## src/include/imgproc_consts.svh

```systemverilog
`ifndef IMGPROC_CONSTS_SVH
`define IMGPROC_CONSTS_SVH

// Image geometry and message rate
`define IMAGE_W         640
`define MSG_INTERVAL    6
`define MSG_FIFO_DEPTH  256

// Hue windows in units of 1/1020 of a turn
// Red window wraps through zero
`define HUE_RED_LO      1000
`define HUE_RED_HI      20
`define HUE_GREEN_LO    300
`define HUE_GREEN_HI    380
`define HUE_BLUE_LO     640
`define HUE_BLUE_HI     720

// Shared saturation and value floors
`define SAT_MIN         600
`define VAL_MIN         400

// Host register map
`define ADDR_STATUS     0
`define ADDR_MSG        1
`define ADDR_ID         2

`define IMGPROC_ID      32'h1234EEE2

// Status write bit that empties the message FIFO
`define FLUSH_BIT       4

`endif

```

## src/hdl/pixel_pkg.sv

```systemverilog
package pixel_pkg;

	typedef logic [7:0] channel_t;

	typedef struct packed {
		channel_t red;
		channel_t green;
		channel_t blue;
	} pixel_t;

	// One beat of the video stream
	typedef struct packed {
		pixel_t pixel;
		logic   sop;
		logic   eop;
	} stream_beat_t;

	typedef logic [9:0]  hue_t;
	typedef logic [10:0] sat_t;
	typedef logic [9:0]  val_t;
	typedef logic [10:0] coord_t;

	typedef struct packed {
		coord_t x_min;
		coord_t x_max;
	} extent_t;

	typedef enum logic [1:0] {
		colour_red   = 2'd0,
		colour_green = 2'd1,
		colour_blue  = 2'd2
	} colour_e;

endpackage

```

## src/hdl/colour_classifier.sv

```systemverilog
`timescale 1ns/1ps
`include "imgproc_consts.svh"

module colour_classifier
	import pixel_pkg::*;
(
	input  logic       clk,
	input  logic       reset_n,
	input  pixel_t     pixel,
	input  logic       pixel_beat,
	output logic [2:0] on
);

	channel_t    cmax;
	channel_t    cmin;
	channel_t    delta;
	channel_t    hue_diff;
	logic        hue_neg;
	logic [11:0] hue_base;
	logic [11:0] hue_wide;
	logic [15:0] hue_scaled;
	logic [17:0] sat_num;
	hue_t        hue;
	sat_t        sat;
	val_t        val;
	logic        sv_ok;
	logic [2:0]  match;
	logic [3:0]  hist_q [3];

	//////////////////////////////
	// RGB to HSV

	always_comb begin
		cmax = (pixel.red >= pixel.green && pixel.red >= pixel.blue) ? pixel.red :
			(pixel.green >= pixel.blue) ? pixel.green : pixel.blue;
		cmin = (pixel.red <= pixel.green && pixel.red <= pixel.blue) ? pixel.red :
			(pixel.green <= pixel.blue) ? pixel.green : pixel.blue;
		delta = cmax - cmin;
	end

	// Hue sector follows the largest channel
	always_comb begin
		if (cmax == pixel.red) begin
			hue_base = 12'd1020;
			hue_neg  = pixel.green < pixel.blue;
			hue_diff = hue_neg ? pixel.blue - pixel.green : pixel.green - pixel.blue;
		end else if (cmax == pixel.green) begin
			hue_base = 12'd340;
			hue_neg  = pixel.blue < pixel.red;
			hue_diff = hue_neg ? pixel.red - pixel.blue : pixel.blue - pixel.red;
		end else begin
			hue_base = 12'd680;
			hue_neg  = pixel.red < pixel.green;
			hue_diff = hue_neg ? pixel.green - pixel.red : pixel.red - pixel.green;
		end
	end

	assign hue_scaled = (delta == 8'd0) ? 16'd0 : (16'd170 * {8'd0, hue_diff}) / {8'd0, delta};
	assign hue_wide = hue_neg ? hue_base - hue_scaled[11:0] : hue_base + hue_scaled[11:0];
	// Wrap at a full turn
	assign hue = (delta == 8'd0) ? '0 :
		hue_t'((hue_wide >= 12'd1020) ? hue_wide - 12'd1020 : hue_wide);

	assign sat_num = {delta, 10'd0};
	assign sat = (cmax == 8'd0) ? '0 : sat_t'(sat_num / {10'd0, cmax});
	assign val = {cmax, 2'b00};

	//////////////////////////////
	// Threshold windows

	assign sv_ok = (sat >= sat_t'(`SAT_MIN)) && (val >= val_t'(`VAL_MIN));

	assign match[colour_red] = sv_ok &&
		(hue >= hue_t'(`HUE_RED_LO) || hue <= hue_t'(`HUE_RED_HI));
	assign match[colour_green] = sv_ok &&
		(hue >= hue_t'(`HUE_GREEN_LO) && hue <= hue_t'(`HUE_GREEN_HI));
	assign match[colour_blue] = sv_ok &&
		(hue >= hue_t'(`HUE_BLUE_LO) && hue <= hue_t'(`HUE_BLUE_HI));

	// Persistence history over the four previous pixels
	always_ff @(posedge clk) begin
		if (!reset_n) begin
			for (int c = 0; c < 3; c++) begin
				hist_q[c] <= '0;
			end
		end else if (pixel_beat) begin
			for (int c = 0; c < 3; c++) begin
				hist_q[c] <= {hist_q[c][2:0], match[c]};
			end
		end
	end

	always_comb begin
		for (int c = 0; c < 3; c++) begin
			on[c] = match[c] & (&hist_q[c]);
		end
	end

endmodule

```

## config.mk

```make
export PLATFORM = sky130hd
export DESIGN_NAME = colour_classifier
export DESIGN_NICKNAME = d
export VERILOG_FILES = /design/src/hdl/pixel_pkg.sv /design/src/hdl/colour_classifier.sv
export VERILOG_INCLUDE_DIRS = /design/src /design/src/include
export SDC_FILE = /design/constraint.sdc
export NUM_CORES = 1
export LEC_CHECK = 0
export BUFFER_PORTS_ARGS = -buffer_cell sky130_fd_sc_hd__buf_2
export CORE_ASPECT_RATIO = 0.75
export CORE_MARGIN = 4
export CORE_UTILIZATION = 40
export DETAILED_ROUTE_END_ITERATION = 16
export PLACE_DENSITY_LB_ADDON = 0.12
export SYNTH_ARGS = -nofsm -noshare
export SYNTH_HDL_FRONTEND = slang
export SYNTH_SLANG_ARGS = --single-unit
```

## constraint.sdc

```tcl
create_clock -name clk -period 152.7 [get_ports clk]
set_input_delay 45.81 -clock clk [delete_from_list [all_inputs] [get_ports clk]]
set_output_delay 45.81 -clock clk [all_outputs]
set_load 0.03 [all_outputs]
```

* Yosys cells after proc, flatten, opt, wreduce, memory -nomap -nowiden
Memories as Yosys holds them, arrays and structs flattened. Index checks and enable logic that the tools add are counted.
Word-level totals: bits in latches 0, output and inout port bits 3, bits in read-only memories 0, memory bits (writable) 12, memories 1, logic and storage cells 79, register bits 0, input bits 27
Cells by class: magnitude comparators 18, add/subtract/negate cells 10, multiplexer cells 25, bitwise logic cells 6, shift operators 0, equal/unequal tests 2, multipliers 1, reductions and logical operators 14, div/mod/pow operators 2
Memory list:
- hist_q | words 3, bits a word 4, read ports 3, clocked after Yosys merged registers in 0, wr ports 3, RTL line colour_classifier.sv:28 | logic [3:0] hist_q [3];
Operators with widths (number):
- 8-bit two-way mux | 9
- 8-bit subtractor | 7
- 10-bit two-way mux | 4
- 8-bit greater-or-equal comparator | 3
- 8-bit <= comparator | 3
- 8-bit less-than comparator | 3
- 12-bit two-way mux | 2
- 10-bit greater-or-equal comparator (second input constant) | 2
- 10-bit by 9-bit greater-or-equal comparator with 1-bit output (second input constant) | 2
- 18-bit by 8-bit divider with 18-bit output | 1
- 16-bit by 8-bit divider with 16-bit output | 1
- 8-bit equality test | 2
- 8-bit zero test | 2
- 7-bit by 8-bit multiplier with 15-bit output (first input constant) | 1
- 12-bit adder | 1
- 12-bit by 10-bit greater-or-equal comparator with 1-bit output (second input constant) | 1
- 4-bit two-way mux | 3
- 4-bit AND reduction | 3
- 12-bit subtractor | 1
- 11-bit by 10-bit greater-or-equal comparator with 1-bit output (second input constant) | 1
- 11-bit two-way mux | 1
- 10-bit <= comparator (second input constant) | 1
- 10-bit by 5-bit <= comparator with 1-bit output (second input constant) | 1
- 10-bit by 9-bit <= comparator with 1-bit output (second input constant) | 1
- 6 further kinds | 22

* Longest topological paths before layout
Gate-level depths: netlist (run 1).
word-level depth 18, mapped depth 238, mapped depth without buffers 225

* Least setup slack after synthesis (run 1)
OpenSTA, ideal clock, no wires.
path kind input to output, from in pixel[8] in the netlist's numbering, to out on[1], required time 106890 ps, slack 19740 ps, buffers on the path 12, cell stages on the path 217, arrival time 87150 ps, cell sequence inv_1 ha_1 inv_1 fa_1 nand3_1 a31oi_4 o21ai_0 nand2_1 xnor2_1 or4_1 o21ai_1 clkbuf_1 nand3_1 o21ai_0 ha_1 fa_1 ha_1 fa_1 (+181 left out) a21oi_1 o21bai_1 a21oi_1 o21bai_1 a21oi_1 o21bai_1 a21oi_1 nor2_1 nand3_1 a21o_1 o211a_1 mux2i_1 clkbuf_1 a211oi_1 xor2_1 a21o_1 or3b_2 nor4_1
Between the ends: word-level cells in the longest chain between the ends 18, elaborated cells between the ends (all ways) 49, classes of those cells 8 x add/sub; 1 x mul; 2 x div; 11 x order compare; 2 x eq/ne; 17 x mux; 1 x bitwise; 7 x reduce/logical
Ends and longest elaborated chain:
- from (decl) | RTL line colour_classifier.sv:9 | input pixel_t pixel,
- 8-bit greater-or-equal comparator (on tied branches) | RTL line colour_classifier.sv:35, colour_classifier.sv:34
- 8-bit two-way mux / 1-bit logical AND (equally long branches) | RTL line colour_classifier.sv:35, colour_classifier.sv:34
- 8-bit two-way mux | RTL line colour_classifier.sv:34 | cmax = (pixel.red >= pixel.green && pixel.red >= pixel.blue) ? pixel.red :
- 8-bit equality test | RTL line colour_classifier.sv:47 | end else if (cmax == pixel.green) begin
- 8-bit two-way mux | RTL line colour_classifier.sv:47
- 8-bit two-way mux | RTL line colour_classifier.sv:43 | if (cmax == pixel.red) begin
- 7-bit by 8-bit multiplier with 15-bit output | RTL line colour_classifier.sv:58 | assign hue_scaled = (delta == 8'd0) ? 16'd0 : (16'd170 * {8'd0, hue_diff}) / {8'd0, delta};
- 16-bit by 8-bit divider with 16-bit output | RTL line colour_classifier.sv:58
- (+2 left out)
- 12-bit two-way mux | RTL line colour_classifier.sv:59 | assign hue_wide = hue_neg ? hue_base - hue_scaled[11:0] : hue_base + hue_scaled[11:0];
- 10-bit subtractor / 12-bit by 10-bit greater-or-equal comparator with 1-bit output (equally long branches) | RTL line colour_classifier.sv:62 | hue_t'((hue_wide >= 12'd1020) ? hue_wide - 12'd1020 : hue_wide);
- 10-bit two-way mux | RTL line colour_classifier.sv:62
- 10-bit two-way mux | RTL line colour_classifier.sv:61 | assign hue = (delta == 8'd0) ? '0 :
- 10-bit by 9-bit greater-or-equal comparator with 1-bit output / 10-bit by 9-bit <= comparator with 1-bit output (equally long branches) | RTL line colour_classifier.sv:76 | (hue >= hue_t'(`HUE_GREEN_LO) && hue <= hue_t'(`HUE_GREEN_HI));
- 1-bit logical AND | RTL line colour_classifier.sv:76
- 1-bit logical AND (*) | RTL line colour_classifier.sv:75 | assign match[colour_green] = sv_ok &&
- 1-bit AND (*) | RTL line colour_classifier.sv:95 | on[c] = match[c] & (&hist_q[c]);
- to (decl) | RTL line colour_classifier.sv:11 | output logic [2:0] on
Mark *: on every way between the ends. The rest lies on a longest branch, timed or not.

* Worst setup path in the final report (run 1)
from in pixel[0] in the netlist's numbering, to out on[0]
Between the ends: word-level cells in the longest chain between the ends 18, elaborated cells between the ends (all ways) 49, classes of those cells 8 x add/sub; 1 x mul; 2 x div; 11 x order compare; 2 x eq/ne; 17 x mux; 1 x bitwise; 7 x reduce/logical
Ends and longest elaborated chain:
- 8-bit greater-or-equal comparator (on tied branches) | RTL line colour_classifier.sv:35, colour_classifier.sv:34
- 8-bit two-way mux / 1-bit logical AND (equally long branches) | RTL line colour_classifier.sv:35, colour_classifier.sv:34
- 8-bit two-way mux | RTL line colour_classifier.sv:34
- 8-bit equality test | RTL line colour_classifier.sv:47
- 8-bit two-way mux | RTL line colour_classifier.sv:47
- 8-bit two-way mux | RTL line colour_classifier.sv:43
- 7-bit by 8-bit multiplier with 15-bit output | RTL line colour_classifier.sv:58
- 16-bit by 8-bit divider with 16-bit output | RTL line colour_classifier.sv:58
- (+2 left out)
- 12-bit two-way mux | RTL line colour_classifier.sv:59
- 10-bit subtractor / 12-bit by 10-bit greater-or-equal comparator with 1-bit output (equally long branches) | RTL line colour_classifier.sv:62
- 10-bit two-way mux | RTL line colour_classifier.sv:62
- 10-bit two-way mux | RTL line colour_classifier.sv:61
- 10-bit greater-or-equal comparator / 10-bit by 5-bit <= comparator with 1-bit output (equally long branches) | RTL line colour_classifier.sv:74 | (hue >= hue_t'(`HUE_RED_LO) || hue <= hue_t'(`HUE_RED_HI));
- 1-bit logical OR | RTL line colour_classifier.sv:74
- 1-bit logical AND (*) | RTL line colour_classifier.sv:73 | assign match[colour_red] = sv_ok &&
- 1-bit AND (*) | RTL line colour_classifier.sv:95
Marked as above.

==> results of run 1 <==
[kinds of logic after synthesis]
group / count (synthesis) / share of synthesized area [%]
simple gates: 842 / 24.5
flops: 12 / 2.15
mux: 90 / 5.67
fa+ha+maj: 298 / 22.9
buf+inv: 203 / 4.65
xor+xnor: 122 / 6.54
compound gates: 812 / 33.5
[synth_stat cells (all sizes together), types with 9 or more instances]
library cell  number
nor3             105
a211o             11
mux2i             49
a21oi            182
a31oi             33
nand3             70
nand4             38
nand2b            34
nor3b             10
or3               22
xnor2             89
and3              26
nor2b             23
nor4b              9
and2              14
o31ai             50
xor2              32
clkbuf            40
nand2            229
o31a              10
mux2              41
o2111ai            9
o211a             12
buf               15
a21o              61
or2               19
edfxtp            12
ha               282
nor2             207
o211ai            32
o21ai            148
inv              147
a21boi            17
o311ai             9
o21bai            21
o21a             103
fa                16
a211oi            23
a311oi             9
[layout make-up]
class                      instances  area [sq um]
clock buffer                       3          75.1
clock inverter                     1          3.75
fill                            4307         23400
inverter                         148           556
multi-input combinational       2164         15700
sequential                        12           360
tap                              561           702
timing repair buffer              51           310
[through the flow]
stage / instance area (sq um) / hold WS, ns
6_report: 17700 / 0.574
5_1_grt: 17700 / 0.603
4_1_cts: 17700 / 0.578
3_5_place_dp: 17600 / 0.569
3_3_place_gp: 17600 / 0.557
2_1_floorplan: 16800 / 0.547
[worst max-delay path: cells and delay by family]
family	cells	cell delay, ns
AND/OR/NAND/NOR	48	9.59
buffers and inverters	10	1.23
adder cells (fa/ha/maj)	23	7.65
multiplexers	5	1.84
XOR/XNOR	1	0.21
AO/OA/AOI/OAI	121	27.37
[worst max path at each step]
stage / to / depth (start not counted) / slack, ns
after global placement: on[0] / 207 / 15.13
after global routing: on[0] / 208 / 8.42
after CTS: on[0] / 205 / 13.80
after detailed placement: on[0] / 204 / 13.97
final: on[0] / 208 / 13.12
after floorplan: on[1] / 217 / 19.74
[layer usage]
layer	track usage (%)	up-vias	part of all wire (%)
met5	0	-	0
li1	-	9004	-
met2	38.5	562	43
met3	2.40	51	6.1
met4	3.17	0	1.2
met1	35.2	8455	50
==> flow_summary.json, run 1 <==
{
  "final_max_slew_viol_count": 0,
  "die_x_um": 245,
  "period_share_pct": 91.4,
  "fmax_mhz": 7.16,
  "ctsHoldBuffers": 0,
  "crit_start": "pixel[0]",
  "io_buffers": 29,
  "cts_buffers": 3,
  "synth_ff_type": "edfxtp_1",
  "syn_area_per_cell_sq_um": 7.05,
  "slowest_stage": "o21bai_1",
  "clock_latency_ns": 0.24,
  "worstHoldPathCells": 1,
  "cp.arrival_ns": 93.77,
  "rr_worst_depth": 1,
  "drt_iter0_drc": 1633,
  "cap_violations": 0,
  "drc_errors": 0,
  "max_flop_register": "hist_q",
  "final_common_cell": "ha_1",
  "dr.pass1.iters": 6,
  "setup.worst_path.start_class": "primary input",
  "finalWeightedCongestion": 0.942,
  "instances_no_fill": 2940,
  "grt_max_degree": 25,
  "core_area_sq_um": 41100,
  "postCtsSetupBuffers": 0,
  "post-place-ws_ns": 13.97,
  "grt_pass1_wl_um": 89600,
  "rsz0062_at_grt": "no",
  "drive_gt1_share_pct": 7.23,
  "synth-seq-area-share_pct": 2.15,
  "cts_sinks": 12,
  "clock_skew_ns": 0.00266,
  "clkTransAtPathRegs_ns": 0.04,
  "largest_register_ff_count": 12,
  "r2r-start": "hist_q[0][0]",
  "cts.path.max_buffers": 2,
  "tns_ns": 0,
  "synthTopCellsByArea": "ha_1 (21%), a21oi_1 (5.3%), nand2_1 (5.1%)",
  "post-dp-hpwl_um": 45800,
  "start_util_pct": 40.9,
  "wl_per_cell_um": 19.1,
  "grt_pass1_vias": 16700,
  "crit_path_end_kind": "output pin",
  "hold-path-endpoint": "hist_q[0][9]",
  "critical-path-max-stage-delay_ns": 0.88,
  "worstPathMaxFanout": 20,
  "antenna_found_initial": 0,
  "synth.top_cell.area_share_pct": 21.0,
  "required_ns": 106.89,
  "async_flop_share_pct": 0,
  "dp.cells": 2936,
  "setup.worst_path.class": "primary input to output pin",
  "setup_slack_ns": 13.12,
  "final_util_pct": 43.0,
  "ios": 30,
  "cts_resized": 0,
  "cts_tree": "done",
  "synthesis.area_sq_um": 16800,
  "synth_edf_count": 12,
  "syn_nets": 2704,
  "grt_util_all_layers_pct": 23.8,
  "synth_warnings": 0,
  "ys_seq_elements": 12,
  "fp.dieH_um": 185,
  "yosys.area.top_type": "ha_1",
  "fp.dieArea_sq_um": 45300,
  "synthCells": 2379,
  "final_cell_mix": "ha_1 (282), nand2_1 (229), nor2_1 (206)",
  "nets": 2705,
  "vias": 18100,
  "min_from": "hist_q[0][8]",
  "num_rows": 64,
  "finalHoldViolCount": 0,
  "slew_headroom_pct": 24.2,
  "vias_per_cell": 6.15,
  "worst_r2r_endpoint": "hist_q[0][1]",
  "grt-ovfl-total": 0,
  "tightest_slew_ns": 1.11,
  "cts_root_buf": "clkbuf_16",
  "ys_types": 108,
  "wl_um": 56200,
  "fin_crit_ns": 139.58,
  "path_common_cell": "o21a_1",
  "setup_viol": 0,
  "cts.htree.levels": 1,
  "outcome": "complete, no violations",
  "syn_to_final_growth_pct": 5.32,
  "insertedDiodeCount": 0,
  "ant_nets": 0,
  "r2r_setup_slack_ns": 151.90,
  "min_path_type": "flip-flop to flip-flop",
  "largest_registers": "hist_q x12"
}
Power of run 1 is left out: the tool's default activity adds up to more than one toggle a clock period on the data nets, which glitch-free logic cannot reach.
==> inputs of run 2 (changes only) <==
--- a/config.mk
+++ b/config.mk
@@ -7,6 +7,9 @@
 export NUM_CORES = 1
 export LEC_CHECK = 0
 export BUFFER_PORTS_ARGS = -buffer_cell sky130_fd_sc_hd__buf_2
+export CAP_MARGIN = 0
+export CELL_PAD_IN_SITES_DETAIL_PLACEMENT = 1
+export CELL_PAD_IN_SITES_GLOBAL_PLACEMENT = 1
 export CORE_ASPECT_RATIO = 0.75
 export CORE_MARGIN = 4
 export CORE_UTILIZATION = 40
==> run 2 against run 1 <==
  * Final area hardly changed
  * Sequential cell count stayed put
  * Critical path depth stayed put
  * Sequential share of layout area hardly changed
  * Count of clock-buffer cells in the layout stayed put
  * Non-clock buffer count is 1 higher
==> flow_summary.json, run 2 (same netlist as run 1, synthesis figures left out) <==
{
  "outcome": "complete, no violations",
  "core_area_sq_um": 41100,
  "vias_per_cell": 6.32,
  "cts_tree": "done",
  "period_share_pct": 92.1,
  "worst_r2r_endpoint": "hist_q[0][1]",
  "postCtsSetupBuffers": 0,
  "nets": 2706,
  "cp-endpoint": "on[0]",
  "dr.pass1.iters": 5,
  "setup_viol": 0,
  "setup_slack_ns": 12.13,
  "drc_errors": 0,
  "setup.worst_path.class": "primary input to output pin",
  "die_x_um": 245,
  "setup.worst_path.start_class": "primary input",
  "fmax_mhz": 7.11,
  "rsz0062_at_grt": "no",
  "clkTransAtPathRegs_ns": 0.04,
  "grt_pass1_vias": 18600,
  "finalHoldViolCount": 0,
  "cts_sinks": 12,
  "final_common_cell": "ha_1",
  "cts_root_buf": "clkbuf_16",
  "clock_latency_ns": 0.24,
  "grt-ovfl-total": 0,
  "fin_crit_ns": 140.57,
  "wl_um": 64400,
  "r2r_setup_slack_ns": 151.88,
  "insertedDiodeCount": 0,
  "grt_util_all_layers_pct": 27.6,
  "io_buffers": 29,
  "drt_iter0_drc": 1387,
  "cap_violations": 0,
  "syn_to_final_growth_pct": 5.37,
  "cts.htree.levels": 1,
  "post-place-ws_ns": 13.19,
  "crit_path_end_kind": "output pin",
  "slowest_stage": "o21bai_1",
  "post-dp-hpwl_um": 53100,
  "required_ns": 106.89,
  "ctsHoldBuffers": 0,
  "crit_start": "pixel[0]",
  "multiInputGateArea_sq_um": 15700,
  "num_rows": 64,
  "worstPathMaxFanout": 20,
  "tightest_slew_ns": 1.24,
  "fp.dieH_um": 185,
  "min_path_type": "flip-flop to flip-flop",
  "largest_registers": "hist_q x12",
  "largest_register_ff_count": 12,
  "tns_ns": 0,
  "fillers": 5281,
  "cts_resized": 0,
  "path_common_cell": "o21a_1",
  "drive_gt1_share_pct": 7.27,
  "stdcell_area_sq_um": 17700,
  "ant_nets": 0,
  "grt_pass1_wl_um": 103000,
  "critical-path-max-stage-delay_ns": 0.89,
  "grt_max_degree": 25,
  "final_max_slew_viol_count": 0,
  "instances_no_fill": 2941,
  "cp.arrival_ns": 94.76,
  "ios": 30,
  "dp.cells": 2937,
  "cts.path.max_buffers": 2,
  "slew_headroom_pct": 17.0,
  "rr_worst_depth": 1,
  "ff_latch_area_sq_um": 360,
  "fp.dieArea_sq_um": 45300,
  "max_flop_register": "hist_q",
  "vias": 18600,
  "place_area_sq_um": 17600,
  "r2r-start": "hist_q[0][0]",
  "antenna_found_initial": 0,
  "clock_skew_ns": 0.000945,
  "wl_per_cell_um": 21.9,
  "cts_buffers": 3,
  "finalWeightedCongestion": 0.925,
  "final_cell_mix": "ha_1 (282), nand2_1 (229), nor2_1 (206)",
  "start_util_pct": 40.9
}
run 2: changes by cell type in the layout (fill, tap and decap cells not counted):
cell | previous run | this run
buf_4 | 22 | 23
run 2: how the worst min path moves through the flow:
stage | from | end | depth (start not counted)
global placement | hist_q[0][9] | hist_q[0][10] | 1
global route | hist_q[0][10] | hist_q[0][11] | 1
floorplan | hist_q[0][9] | hist_q[0][10] | 1
finish | hist_q[0][1] | hist_q[0][2] | 1
CTS | hist_q[0][8] | hist_q[0][9] | 1
detailed placement | hist_q[0][9] | hist_q[0][10] | 1
run 2: through the flow:
stage | util (%) | hold WS [ns]
after floorplan | - | 0.547
after global routing | 43.0 | 0.601
after global placement | 42.9 | 0.556
after detailed placement | 42.9 | 0.571
final | 43.0 | 0.593
after CTS | 43.0 | 0.593
run 2: worst max-delay path, delay by kind of cell:
kind	cells	cell delay, ns
muxes	5	1.89
and+or+nand+nor	51	10.51
adders and majority gates	23	7.80
xor gates and xnor gates	1	0.15
AOI/OAI and AO/OA	119	27.38
buffers and inverters	9	1.12
run 2: metal layers:
layer,vias to the layer above,GRT usage (%),routed length [um]
li1,8954,-,-
met1,9111,42.5,33500
met2,472,42.0,26100
met3,60,3.13,3900
met4,0,4.11,860
met5,-,0,0
run 2: cell type report:
cell class,instances,share of cell area (%)
flip-flops and latches,12,2.04
inverters,148,3.14
multi-input cells,2164,88.6
clock inverters,1,0.0212
well taps,561,3.97
clock buffers,3,0.425
repair buffers,52,1.80
Power of run 2 is left out for the same reason.
